===== src/rtl/hmr_consts.svh =====
/*
 * Shared constants for the lockstep subsystem.
 * Datapath width, register port widths, register offsets
 * and the read value for unmapped register addresses.
 */

`ifndef HMR_CONSTS_SVH
`define HMR_CONSTS_SVH

// Accumulator and operand width
`define DATA_W 16

// Register port widths
`define REG_AW 4
`define REG_DW 32

// Register offsets
`define REG_MODE_OFS   4'h0
`define REG_ERRCNT_OFS 4'h4
`define REG_STATUS_OFS 4'h8

// Returned on reads of unmapped addresses
`define REG_ERR_VAL 32'hBADCAB1E

`endif


===== src/rtl/core_pkg.sv =====
/*
 * Core-side types.
 * Accumulator opcodes and the core output state.
 */

package core_pkg;

  // Opcodes of the accumulator core
  typedef enum logic [1:0] {
    // acc = operand
    OP_LOAD = 2'd0,
    // acc = acc + operand
    OP_ADD  = 2'd1,
    // acc = acc - operand
    OP_SUB  = 2'd2,
    // acc = acc ^ operand
    OP_XOR  = 2'd3
  } core_op_e;

  // Output state, EMIT lasts one cycle per command
  typedef enum logic {
    CORE_IDLE = 1'b0,
    CORE_EMIT = 1'b1
  } core_state_e;

endpackage


===== src/rtl/hmr_pkg.sv =====
/*
 * Redundancy unit types.
 * Operating mode and the register map.
 */

`include "hmr_consts.svh"

package hmr_pkg;

  // Mode register bit 0
  typedef enum logic {
    MODE_INDEP = 1'b0,
    MODE_DMR   = 1'b1
  } hmr_mode_e;

  // Mapped register offsets
  typedef enum logic [`REG_AW-1:0] {
    REG_MODE   = `REG_MODE_OFS,
    REG_ERRCNT = `REG_ERRCNT_OFS,
    REG_STATUS = `REG_STATUS_OFS
  } reg_addr_e;

endpackage


===== src/rtl/acc_core.sv =====
/*
 * Accumulator core standing in for a processor hart.
 * One command per valid strobe, one write result a cycle later.
 * Clear zeroes the accumulator and drops a pending result.
 */

`timescale 1ns/1ps

`include "hmr_consts.svh"

module acc_core (
  input  logic                   clk_i,
  input  logic                   arst_n_i,
  input  logic                   clear_i,
  input  logic                   cmd_valid_i,
  input  core_pkg::core_op_e     cmd_op_i,
  input  logic [`DATA_W-1:0]     cmd_data_i,
  output logic                   wr_valid_o,
  output logic [`DATA_W-1:0]     wr_data_o
);

  core_pkg::core_state_e state_q;
  core_pkg::core_state_e state_d;
  logic [`DATA_W-1:0]    acc_q;
  logic [`DATA_W-1:0]    acc_d;
  logic [`DATA_W-1:0]    acc_new;

  // Opcode evaluation, wraps modulo 2^DATA_W
  always_comb begin
    case (cmd_op_i)
      core_pkg::OP_LOAD: acc_new = cmd_data_i;
      core_pkg::OP_ADD:  acc_new = acc_q + cmd_data_i;
      core_pkg::OP_SUB:  acc_new = acc_q - cmd_data_i;
      core_pkg::OP_XOR:  acc_new = acc_q ^ cmd_data_i;
      default:           acc_new = acc_q;
    endcase
  end

  // Next state, clear wins over a command at the same edge
  always_comb begin
    acc_d   = acc_q;
    state_d = core_pkg::CORE_IDLE;
    if (clear_i) begin
      acc_d   = '0;
      state_d = core_pkg::CORE_IDLE;
    end else if (cmd_valid_i) begin
      acc_d   = acc_new;
      state_d = core_pkg::CORE_EMIT;
    end
  end

  always_ff @(posedge clk_i or negedge arst_n_i) begin
    if (!arst_n_i) begin
      state_q <= core_pkg::CORE_IDLE;
      acc_q   <= '0;
    end else begin
      state_q <= state_d;
      acc_q   <= acc_d;
    end
  end

  // Result is the freshly updated accumulator
  assign wr_valid_o = (state_q == core_pkg::CORE_EMIT);
  assign wr_data_o  = acc_q;

endmodule


===== src/rtl/dmr_unit.sv =====
/*
 * Dual modular redundancy unit for two harts.
 * Input fan-out and output compare in lockstep mode,
 * setback generation, saturating error counter and register port.
 */

`timescale 1ns/1ps

`include "hmr_consts.svh"

module dmr_unit (
  input  logic                          clk_i,
  input  logic                          arst_n_i,

  // System side, one entry per hart
  input  logic [1:0]                    sys_cmd_valid_i,
  input  core_pkg::core_op_e [1:0]      sys_cmd_op_i,
  input  logic [1:0][`DATA_W-1:0]       sys_cmd_data_i,
  output logic [1:0]                    sys_wr_valid_o,
  output logic [1:0][`DATA_W-1:0]       sys_wr_data_o,

  // Register port
  input  logic                          reg_valid_i,
  input  logic                          reg_we_i,
  input  logic [`REG_AW-1:0]            reg_addr_i,
  input  logic [`REG_DW-1:0]            reg_wdata_i,
  output logic [`REG_DW-1:0]            reg_rdata_o,
  output logic                          reg_error_o,

  output logic                          dmr_error_o,

  // Core side, one entry per core
  output logic [1:0]                    core_cmd_valid_o,
  output core_pkg::core_op_e [1:0]      core_cmd_op_o,
  output logic [1:0][`DATA_W-1:0]       core_cmd_data_o,
  output logic [1:0]                    core_clear_o,
  input  logic [1:0]                    core_wr_valid_i,
  input  logic [1:0][`DATA_W-1:0]       core_wr_data_i
);

  hmr_pkg::hmr_mode_e mode_q;
  hmr_pkg::reg_addr_e reg_addr;
  logic [7:0]         errcnt_q;
  logic               setback_q;
  logic               lockstep;
  logic               mismatch;
  logic               reg_wr;

  assign lockstep = (mode_q == hmr_pkg::MODE_DMR);

  // Input steering, hart 0 feeds both cores in lockstep
  always_comb begin
    core_cmd_valid_o = sys_cmd_valid_i;
    core_cmd_op_o    = sys_cmd_op_i;
    core_cmd_data_o  = sys_cmd_data_i;
    if (lockstep) begin
      core_cmd_valid_o[1] = sys_cmd_valid_i[0];
      core_cmd_op_o[1]    = sys_cmd_op_i[0];
      core_cmd_data_o[1]  = sys_cmd_data_i[0];
    end
  end

  // Differing valids, or both valid with differing data
  always_comb begin
    mismatch = 1'b0;
    if (lockstep) begin
      if (core_wr_valid_i[0] != core_wr_valid_i[1]) begin
        mismatch = 1'b1;
      end else if (core_wr_valid_i[0] && (core_wr_data_i[0] != core_wr_data_i[1])) begin
        mismatch = 1'b1;
      end
    end
  end

  // Output side, hart 1 is silent while in lockstep
  always_comb begin
    sys_wr_valid_o = core_wr_valid_i;
    sys_wr_data_o  = core_wr_data_i;
    if (lockstep) begin
      sys_wr_valid_o[0] = core_wr_valid_i[0] & ~mismatch;
      sys_wr_valid_o[1] = 1'b0;
      sys_wr_data_o[1]  = '0;
    end
  end

  // One setback cycle follows each mismatch cycle
  always_ff @(posedge clk_i or negedge arst_n_i) begin
    if (!arst_n_i) begin
      setback_q <= 1'b0;
    end else begin
      setback_q <= mismatch;
    end
  end

  assign dmr_error_o  = setback_q;
  assign core_clear_o = {2{setback_q}};

  assign reg_addr = hmr_pkg::reg_addr_e'(reg_addr_i);
  assign reg_wr   = reg_valid_i & reg_we_i;

  // Mode register, used from the next edge on
  always_ff @(posedge clk_i or negedge arst_n_i) begin
    if (!arst_n_i) begin
      mode_q <= hmr_pkg::MODE_INDEP;
    end else if (reg_wr && (reg_addr == hmr_pkg::REG_MODE)) begin
      mode_q <= hmr_pkg::hmr_mode_e'(reg_wdata_i[0]);
    end
  end

  // Error counter, a software write clears it
  always_ff @(posedge clk_i or negedge arst_n_i) begin
    if (!arst_n_i) begin
      errcnt_q <= '0;
    end else if (reg_wr && (reg_addr == hmr_pkg::REG_ERRCNT)) begin
      errcnt_q <= '0;
    end else if (mismatch && (errcnt_q != 8'hFF)) begin
      errcnt_q <= errcnt_q + 8'd1;
    end
  end

  // Read decode, same cycle as the strobe
  always_comb begin
    reg_rdata_o = '0;
    reg_error_o = 1'b0;
    case (reg_addr)
      hmr_pkg::REG_MODE: begin
        reg_rdata_o[0] = mode_q;
      end
      hmr_pkg::REG_ERRCNT: begin
        reg_rdata_o[7:0] = errcnt_q;
      end
      hmr_pkg::REG_STATUS: begin
        // Setback in progress
        reg_rdata_o[0] = setback_q;
      end
      default: begin
        reg_rdata_o = `REG_ERR_VAL;
        reg_error_o = reg_valid_i;
      end
    endcase
  end

endmodule


===== src/rtl/dmr_core_wrap.sv =====
/*
 * Lockstep subsystem top level.
 * Two accumulator cores behind the redundancy unit.
 */

`timescale 1ns/1ps

`include "hmr_consts.svh"

module dmr_core_wrap (
  input  logic                          clk_i,
  input  logic                          arst_n_i,

  input  logic [1:0]                    cmd_valid_i,
  input  core_pkg::core_op_e [1:0]      cmd_op_i,
  input  logic [1:0][`DATA_W-1:0]       cmd_data_i,
  output logic [1:0]                    wr_valid_o,
  output logic [1:0][`DATA_W-1:0]       wr_data_o,

  input  logic                          reg_valid_i,
  input  logic                          reg_we_i,
  input  logic [`REG_AW-1:0]            reg_addr_i,
  input  logic [`REG_DW-1:0]            reg_wdata_i,
  output logic [`REG_DW-1:0]            reg_rdata_o,
  output logic                          reg_error_o,

  output logic                          dmr_error_o
);

  // Unit to core
  logic [1:0]                    core_cmd_valid;
  core_pkg::core_op_e [1:0]      core_cmd_op;
  logic [1:0][`DATA_W-1:0]       core_cmd_data;
  logic [1:0]                    core_clear;
  // Core to unit
  logic [1:0]                    core_wr_valid;
  logic [1:0][`DATA_W-1:0]       core_wr_data;

  dmr_unit i_dmr_unit (
    .clk_i            ( clk_i          ),
    .arst_n_i         ( arst_n_i       ),
    .sys_cmd_valid_i  ( cmd_valid_i    ),
    .sys_cmd_op_i     ( cmd_op_i       ),
    .sys_cmd_data_i   ( cmd_data_i     ),
    .sys_wr_valid_o   ( wr_valid_o     ),
    .sys_wr_data_o    ( wr_data_o      ),
    .reg_valid_i      ( reg_valid_i    ),
    .reg_we_i         ( reg_we_i       ),
    .reg_addr_i       ( reg_addr_i     ),
    .reg_wdata_i      ( reg_wdata_i    ),
    .reg_rdata_o      ( reg_rdata_o    ),
    .reg_error_o      ( reg_error_o    ),
    .dmr_error_o      ( dmr_error_o    ),
    .core_cmd_valid_o ( core_cmd_valid ),
    .core_cmd_op_o    ( core_cmd_op    ),
    .core_cmd_data_o  ( core_cmd_data  ),
    .core_clear_o     ( core_clear     ),
    .core_wr_valid_i  ( core_wr_valid  ),
    .core_wr_data_i   ( core_wr_data   )
  );

  for (genvar i = 0; i < 2; i++) begin : gen_cores
    acc_core i_core (
      .clk_i       ( clk_i             ),
      .arst_n_i    ( arst_n_i          ),
      .clear_i     ( core_clear[i]     ),
      .cmd_valid_i ( core_cmd_valid[i] ),
      .cmd_op_i    ( core_cmd_op[i]    ),
      .cmd_data_i  ( core_cmd_data[i]  ),
      .wr_valid_o  ( core_wr_valid[i]  ),
      .wr_data_o   ( core_wr_data[i]   )
    );
  end

endmodule


===== config.mk =====
export PLATFORM = sky130hd
export DESIGN_NAME = dmr_core_wrap
export DESIGN_NICKNAME = d
export VERILOG_FILES = /design/src/rtl/core_pkg.sv /design/src/rtl/hmr_pkg.sv /design/src/rtl/acc_core.sv /design/src/rtl/dmr_unit.sv /design/src/rtl/dmr_core_wrap.sv
export VERILOG_INCLUDE_DIRS = /design/src /design/src/rtl
export SDC_FILE = /design/constraint.sdc
export NUM_CORES = 1
export LEC_CHECK = 0
export BUFFER_PORTS_ARGS = -buffer_cell sky130_fd_sc_hd__buf_2
export CAP_MARGIN = 40
export CORE_MARGIN = 10
export CORE_UTILIZATION = 55
export CTS_BUF_LIST = sky130_fd_sc_hd__clkbuf_2 sky130_fd_sc_hd__clkbuf_4 sky130_fd_sc_hd__clkbuf_8
export DETAILED_ROUTE_END_ITERATION = 6
export PLACE_DENSITY = 0.83
export REMOVE_ABC_BUFFERS = 1
export SLEW_MARGIN = 0
export SYNTH_ARGS = -nofsm -noshare
export SYNTH_HDL_FRONTEND = slang
export SYNTH_SLANG_ARGS = --single-unit

===== constraint.sdc =====
create_clock -name clk_i -period 9.2 [get_ports clk_i]
set_clock_uncertainty 0.05 [all_clocks]
set_input_delay 2.3 -clock clk_i [delete_from_list [all_inputs] [get_ports clk_i]]
set_output_delay 2.3 -clock clk_i [all_outputs]
set_load 0.1 [all_outputs]

# After elaboration in Yosys (flattened, before gate mapping)
# Index checks and enable logic that the tools add are counted.
# Widths: inputs -> output; s select.
# totals
output_inout_bits	68
reg_bits	44
in_bits	78
elab_cells	64
# op_classes
eq_ne	11
muxes	24
n_reduce_logical	12
n_addsub	5
n_bitwise	5
# op_table
operator	n
$pmux 16 s4	2
$mux 16	6
$add 16x16->16	2
$sub 16x16->16	2
$xor 16x16->16	2
$mux 24	1
$mux 8	2
$ne 16x16->1	1
$pmux 7 s2	1
$mux 1	9
$add 8x1->8 const B	1
$eq 2x2->1 const B	4
$ne 8x8->1 const B	1
$reduce_bool 2->1	3
$eq 2x1->1 const B	2
$eq 4x3->1 const B	1
$eq 4x4->1 const B	1
$logic_and 1x1->1	4
$logic_not 2->1	2
$logic_not 4->1	1
$mux 2	2
$pmux 1 s3	1
$reduce_or 3->1	1
$and 1x1->1	2
3 further kinds	3

# Depth between registers and ports, before layout
# depth
depth_word	8
mapped_depth	19
depth_no_buf	15

# Cells and area by module
# From an unflattened synthesis, not the netlist that was laid out.
# unflattened
cells_unflattened	795
area_unflattened_um2	6014.5
# modules_own_cells
mod	seq_area_each_um2	cells_each	n_inst	area_each_um2
acc_core	425.4	292	2	2183.3
dmr_unit	250.2	211	1	1647.8

# Worst setup path before layout
# No wires, ideal clock.
# synth_timing
path_type	input to output
startpoint	input port reg_addr_i[3]
endpoint	output port reg_error_o
n_path_buf	1
required_time_ps	6850
slack_ps	2506
t_arrival_ps	4344
stages	4
cell_sequence	clkbuf_1 -> nand2_1 -> nand2_1 -> and2_1
# synth_between
elab_chain_cells	3
elab_cells_between_ends	5
classes_between	eq/ne: 2; mux: 1; reduce/logical: 2
# synth_lines
item	line_no	text
start: declaration	dmr_core_wrap.sv:22	input logic [`REG_AW-1:0] reg_addr_i,
$eq 4x4->1 (tied with other cells)	dmr_unit.sv:125	case (reg_addr)
$reduce_or 3->1 (no line) (*)	-	
$mux 1 (*)	dmr_unit.sv:125	
end: declaration	dmr_core_wrap.sv:25	output logic reg_error_o,
# Mark *: on every way between the ends. The rest lies on a longest branch, timed or not.

# Worst setup path after layout
# layout_timing
startpoint	input port reg_addr_i[2]
endpoint	output port reg_rdata_o[7]
# layout_between
elab_chain_cells	3
elab_cells_between_ends	5
classes_between	eq/ne: 2; mux: 1; reduce/logical: 2
# layout_lines
item	line_no	text
$eq 4x4->1 / $logic_not 4->1 (equally long branches)	dmr_unit.sv:125	
$reduce_or 2->1 (no line)	-	
$pmux 7 s2 (*)	dmr_unit.sv:125	
end: declaration	dmr_core_wrap.sv:24	output logic [`REG_DW-1:0] reg_rdata_o,
# Marked as above.

==> run_results.csv <==
group,metric,value,unit
clock_tree,cts-buffers-inserted,5,
synth,synth_edf_count,0,
routing,first_pass_iters,5,
worst_setup_path,cpMaxStageDelayCell,"nor4b_1",
routing,drt_wl_total,18.2,mm
power_and_ir_drop,power,2.15,mW
worst_setup_path,regToRegEndpoint,"gen_cores[1].i_core.wr_data_o[13]",
clock_tree,cts_max_level,2,
worst_setup_path,reg2reg_from,"i_dmr_unit.lockstep",
synth,syn_inst,786,
routing,drt_iter0_markers,618,
status,status,"complete, no violations",
finish,seqCellArea,0.00110,mm²
worst_setup_path,cp.depth,4,
power_and_ir_drop,p_leak,2.83,nW
timing,setup_violations,0,
floorplan,num_rows,38,
routing,via_per_inst,6.37,
power_and_ir_drop,peakVddDrop,322,µV
finish,area_growth,6.95,%
worst_setup_path,timing.critical_path.mode_cell,"buf_2",
floorplan,core,0.0108,mm²
finish,drive_gt1_share,18.0,%
clock_tree,clkSlewWorstSetupHoldPaths,90,ps
floorplan,die_h,125,µm
timing,final.min_clock_period,6010,ps
synth,ys.flop_type,"dfrtp_1",
power_and_ir_drop,powerDensity,332,mW/mm²
routing,detail-route-antenna-nets,0,
power_and_ir_drop,switchingPower,1.30,mW
floorplan,start_util,56.1,%
floorplan,die-width,125,µm
timing,slew_headroom,50.5,%
timing,fmax,0.166,GHz
synth,yosysUniqueCellTypes,77,
clock_tree,clock-root-buffer,"clkbuf_8",
global_route,grt.overflow.total,0,
power_and_ir_drop,pwr-share-clk,7.5,%
worst_setup_path,path_cells,"buf_2 > nor4b_1 > and2_1 > buf_2",
routing,drc,0,
timing,fin_crit_sh,65.3,%
power_and_ir_drop,combPwrFrac,74.4,%
worst_setup_path,required,6850,ps
clock_tree,cts.sinks,44,
synth,ys_ff_latch,44,
routing,detail_route.wl_per_cell,18.7,µm
worst_setup_path,crit_fanout,9,
worst_setup_path,crit_path_start_kind,"primary input",
timing,finalSetupTns,0,ps
worst_setup_path,crit_start,"reg_addr_i[2]",
synth,syn_area,0.00605,mm²
worst_setup_path,cp-endpoint,"reg_rdata_o[7]",
floorplan,io_pins,146,
timing,tightest_slew,742,ps
place,numPortBuffers,105,
global_route,grt_pass1_wl,28.8,mm
worst_setup_path,reg2reg_slack,4700,ps
synth,postSynth.asyncResetShare,100,%
clock_tree,postCtsSetupRepairBufs,0,
worst_setup_path,reg2reg_depth,13,
timing,finalMaxSlewViolations,0,
global_route,grt_pass1_vias,5644,
power_and_ir_drop,seq_power_share,18.0,%
worst_setup_path,cpPeakStageDelay,570,ps
synth,yosys_warnings,0,
global_route,antenna_found_initial,0,
clock_tree,cts_resized,0,
place,hpwl,13.6,mm
clock_tree,clk_latency,310,ps
worst_setup_path,crit_family,"simple AND/OR/NAND/NOR gates",
worst_setup_path,crit_path_end_kind,"output pin",
power_and_ir_drop,p_int,0.849,mW
global_route,grt_max_degree,62,
finish,antennaDiodeCount,0,
clock_tree,cts_tree,"done",
worst_setup_path,worst_ep_arrival_time,3660,ps
finish,nFillCells,990,
synth,avgSynthCellArea,7.70,µm²
global_route,grt_usage,21.5,%
worst_setup_path,path_buf_inv,2,
clock_tree,hold_buffers,0,
power_and_ir_drop,switching_share,60.5,%
worst_setup_path,path_class,"primary input to output pin",
job,maxCapViolCount,0,
routing,via_count,6199,
floorplan,die-area,0.0156,mm²
timing,hold_viol_final,0,
worst_hold_path,min_path_cells,2,
finish,fin_nets,951,
place,gp_congestion,0.947,
finish,multi_input_area,0.00437,mm²
worst_hold_path,hold_path_class,"flop to flop",
clock_tree,clock_path_buffers,2,
synth,ys_seq_area_share,18.2,%
timing,rsz0062_at_grt,"no",
-- through the flow --
step / utilization (%) / area [µm²] / worst slack [ps] / std cells / hold slack [ps]
2_1_floorplan: - / 5590 / -6840 / 711 / 468
3_3_place_gp: 58.9 / 6360 / 3190 / 965 / 503
3_5_place_dp: 58.9 / 6360 / 3160 / 965 / 519
4_1_cts: 60.0 / 6470 / 3170 / 973 / 533
5_1_grt: 60.0 / 6470 / 3030 / 973 / 544
6_report: 60.0 / 6470 / 3190 / 973 / 538
-- how the worst min path moves through the flow --
stage                           start  slack [ps]                      to
6_report       i_dmr_unit.errcnt_q[5]         540  i_dmr_unit.errcnt_q[5]
2_1_floorplan  i_dmr_unit.errcnt_q[5]         470  i_dmr_unit.errcnt_q[5]
4_1_cts        i_dmr_unit.errcnt_q[5]         530  i_dmr_unit.errcnt_q[5]
3_3_place_gp   i_dmr_unit.errcnt_q[5]         500  i_dmr_unit.errcnt_q[5]
3_5_place_dp   i_dmr_unit.errcnt_q[5]         520  i_dmr_unit.errcnt_q[5]
5_1_grt        i_dmr_unit.errcnt_q[5]         540  i_dmr_unit.errcnt_q[5]
-- state kept, by name, summed over array words and instances (netlist names) --
register,flops
gen_cores.i_core.wr_data_o,32
gen_cores.i_core.wr_valid_o,2
i_dmr_unit.dmr_error_o,1
i_dmr_unit.errcnt_q,8
i_dmr_unit.lockstep,1
-- cell usage after synthesis, types with 4 or more instances --
cell type  count  area [µm²]
nor3_1        22         110
mux2i_1       20         200
nand2_1       38         143
nor3b_1        9        67.6
nand4_1        9        56.3
o32ai_1        5        43.8
a211oi_1       6        45.0
inv_1         30         113
o21ai_0       65         325
a32oi_1       12         105
nand2b_1       9        56.3
or2_2          4        25.0
and3_1         7        43.8
dfrtp_1       44        1100
or3_1          9        56.3
o211a_1        4        40.0
ha_1          39         488
nor4b_1        5        43.8
xor2_1        17         149
a31oi_1       15        93.8
xnor2_1       38         333
mux2_2         5        56.3
o21a_1        12        90.1
o211ai_1       8        60.1
a21o_1         8        60.1
a21oi_1       48         240
nor4_1         4        25.0
and2_1        10        62.6
nor2_1        64         240
buf_1          4        15.0
o21bai_1      10        75.1
clkbuf_1      27         101
o31ai_1        4        30.0
buf_2          8        40.0
nand3_1       25         125
a31o_2         8        70.1
nor2b_1       23         144
o22ai_1        7        43.8
buf_4         43         323
-- routing by layer --
layer / global-route usage [%] / wire, µm / part of all wire (%)
met5: 0 / 0 / 0
met4: 6.23 / 406 / 2.2
met3: 4.09 / 1730 / 9.5
met2: 36.7 / 8690 / 48
met1: 27.0 / 7380 / 41
-- power groups by stage --
| stage | registers [mW] | clock network [mW] | logic, mW |
|---|---|---|---|
| after floorplan | 0.551 | 0 | 1.09 |
| final | 0.388 | 0.162 | 1.60 |
| after global placement | 0.385 | 0 | 1.56 |
| after global routing | 0.399 | 0.171 | 1.72 |
| after detailed placement | 0.386 | 0 | 1.58 |
| after CTS | 0.383 | 0.163 | 1.59 |
-- cell type report --
type                            count  area share, %
Multi-Input combinational cell    636           67.6
Sequential cell                    44           17.0
Timing Repair Buffer              114           9.16
Tap cell                          140           2.71
Inverter                           31           1.80
Clock buffer                        6           1.18
Clock inverter                      2          0.541
-- cells in the final DEF (no fill, tap or decap), types with 10 or more instances in the layout --
cell / synthesis / final
mux2i_1: 20 / 20
buf_2: 8 / 105
a32oi_1: 12 / 12
inv_1: 30 / 30
a21oi_1: 48 / 48
nand3_1: 25 / 25
nor3_1: 22 / 22
nor2b_1: 23 / 23
ha_1: 39 / 39
o21bai_1: 10 / 10
xor2_1: 17 / 17
nor2_1: 64 / 64
o21ai_0: 65 / 65
o21a_1: 12 / 12
xnor2_1: 38 / 38
nand2_1: 38 / 38
and2_1: 10 / 10
a31oi_1: 15 / 15
dfrtp_1: 44 / 43
-- worst register-to-register path: stages (launching register included) --
cell and delay (ps):
dfrtp_2 350, buf_4 580, mux2i_1 420, ha_1 570
nor2_1 110, a21oi_1 250, inv_1 80, ha_1 270
nor2b_1 140, o31ai_1 450, a32oi_1 290, o32ai_1 410
nor4_1 80, or3_1 350
-- kinds of logic after synthesis --
| family | Yosys count | share of synthesized area (%) |
|---|---|---|
| AO/OA/AOI/OAI | 253 | 28.5 |
| XOR/XNOR | 55 | 7.96 |
| adder cells (fa/ha/maj) | 41 | 8.73 |
| buffers and inverters | 114 | 10.0 |
| flip-flops | 44 | 18.2 |
| multiplexers | 26 | 4.61 |
| other | 1 | 0.0620 |
| AND/OR/NAND/NOR | 252 | 21.9 |
Note: power is estimated with default switching activity, not from simulation.
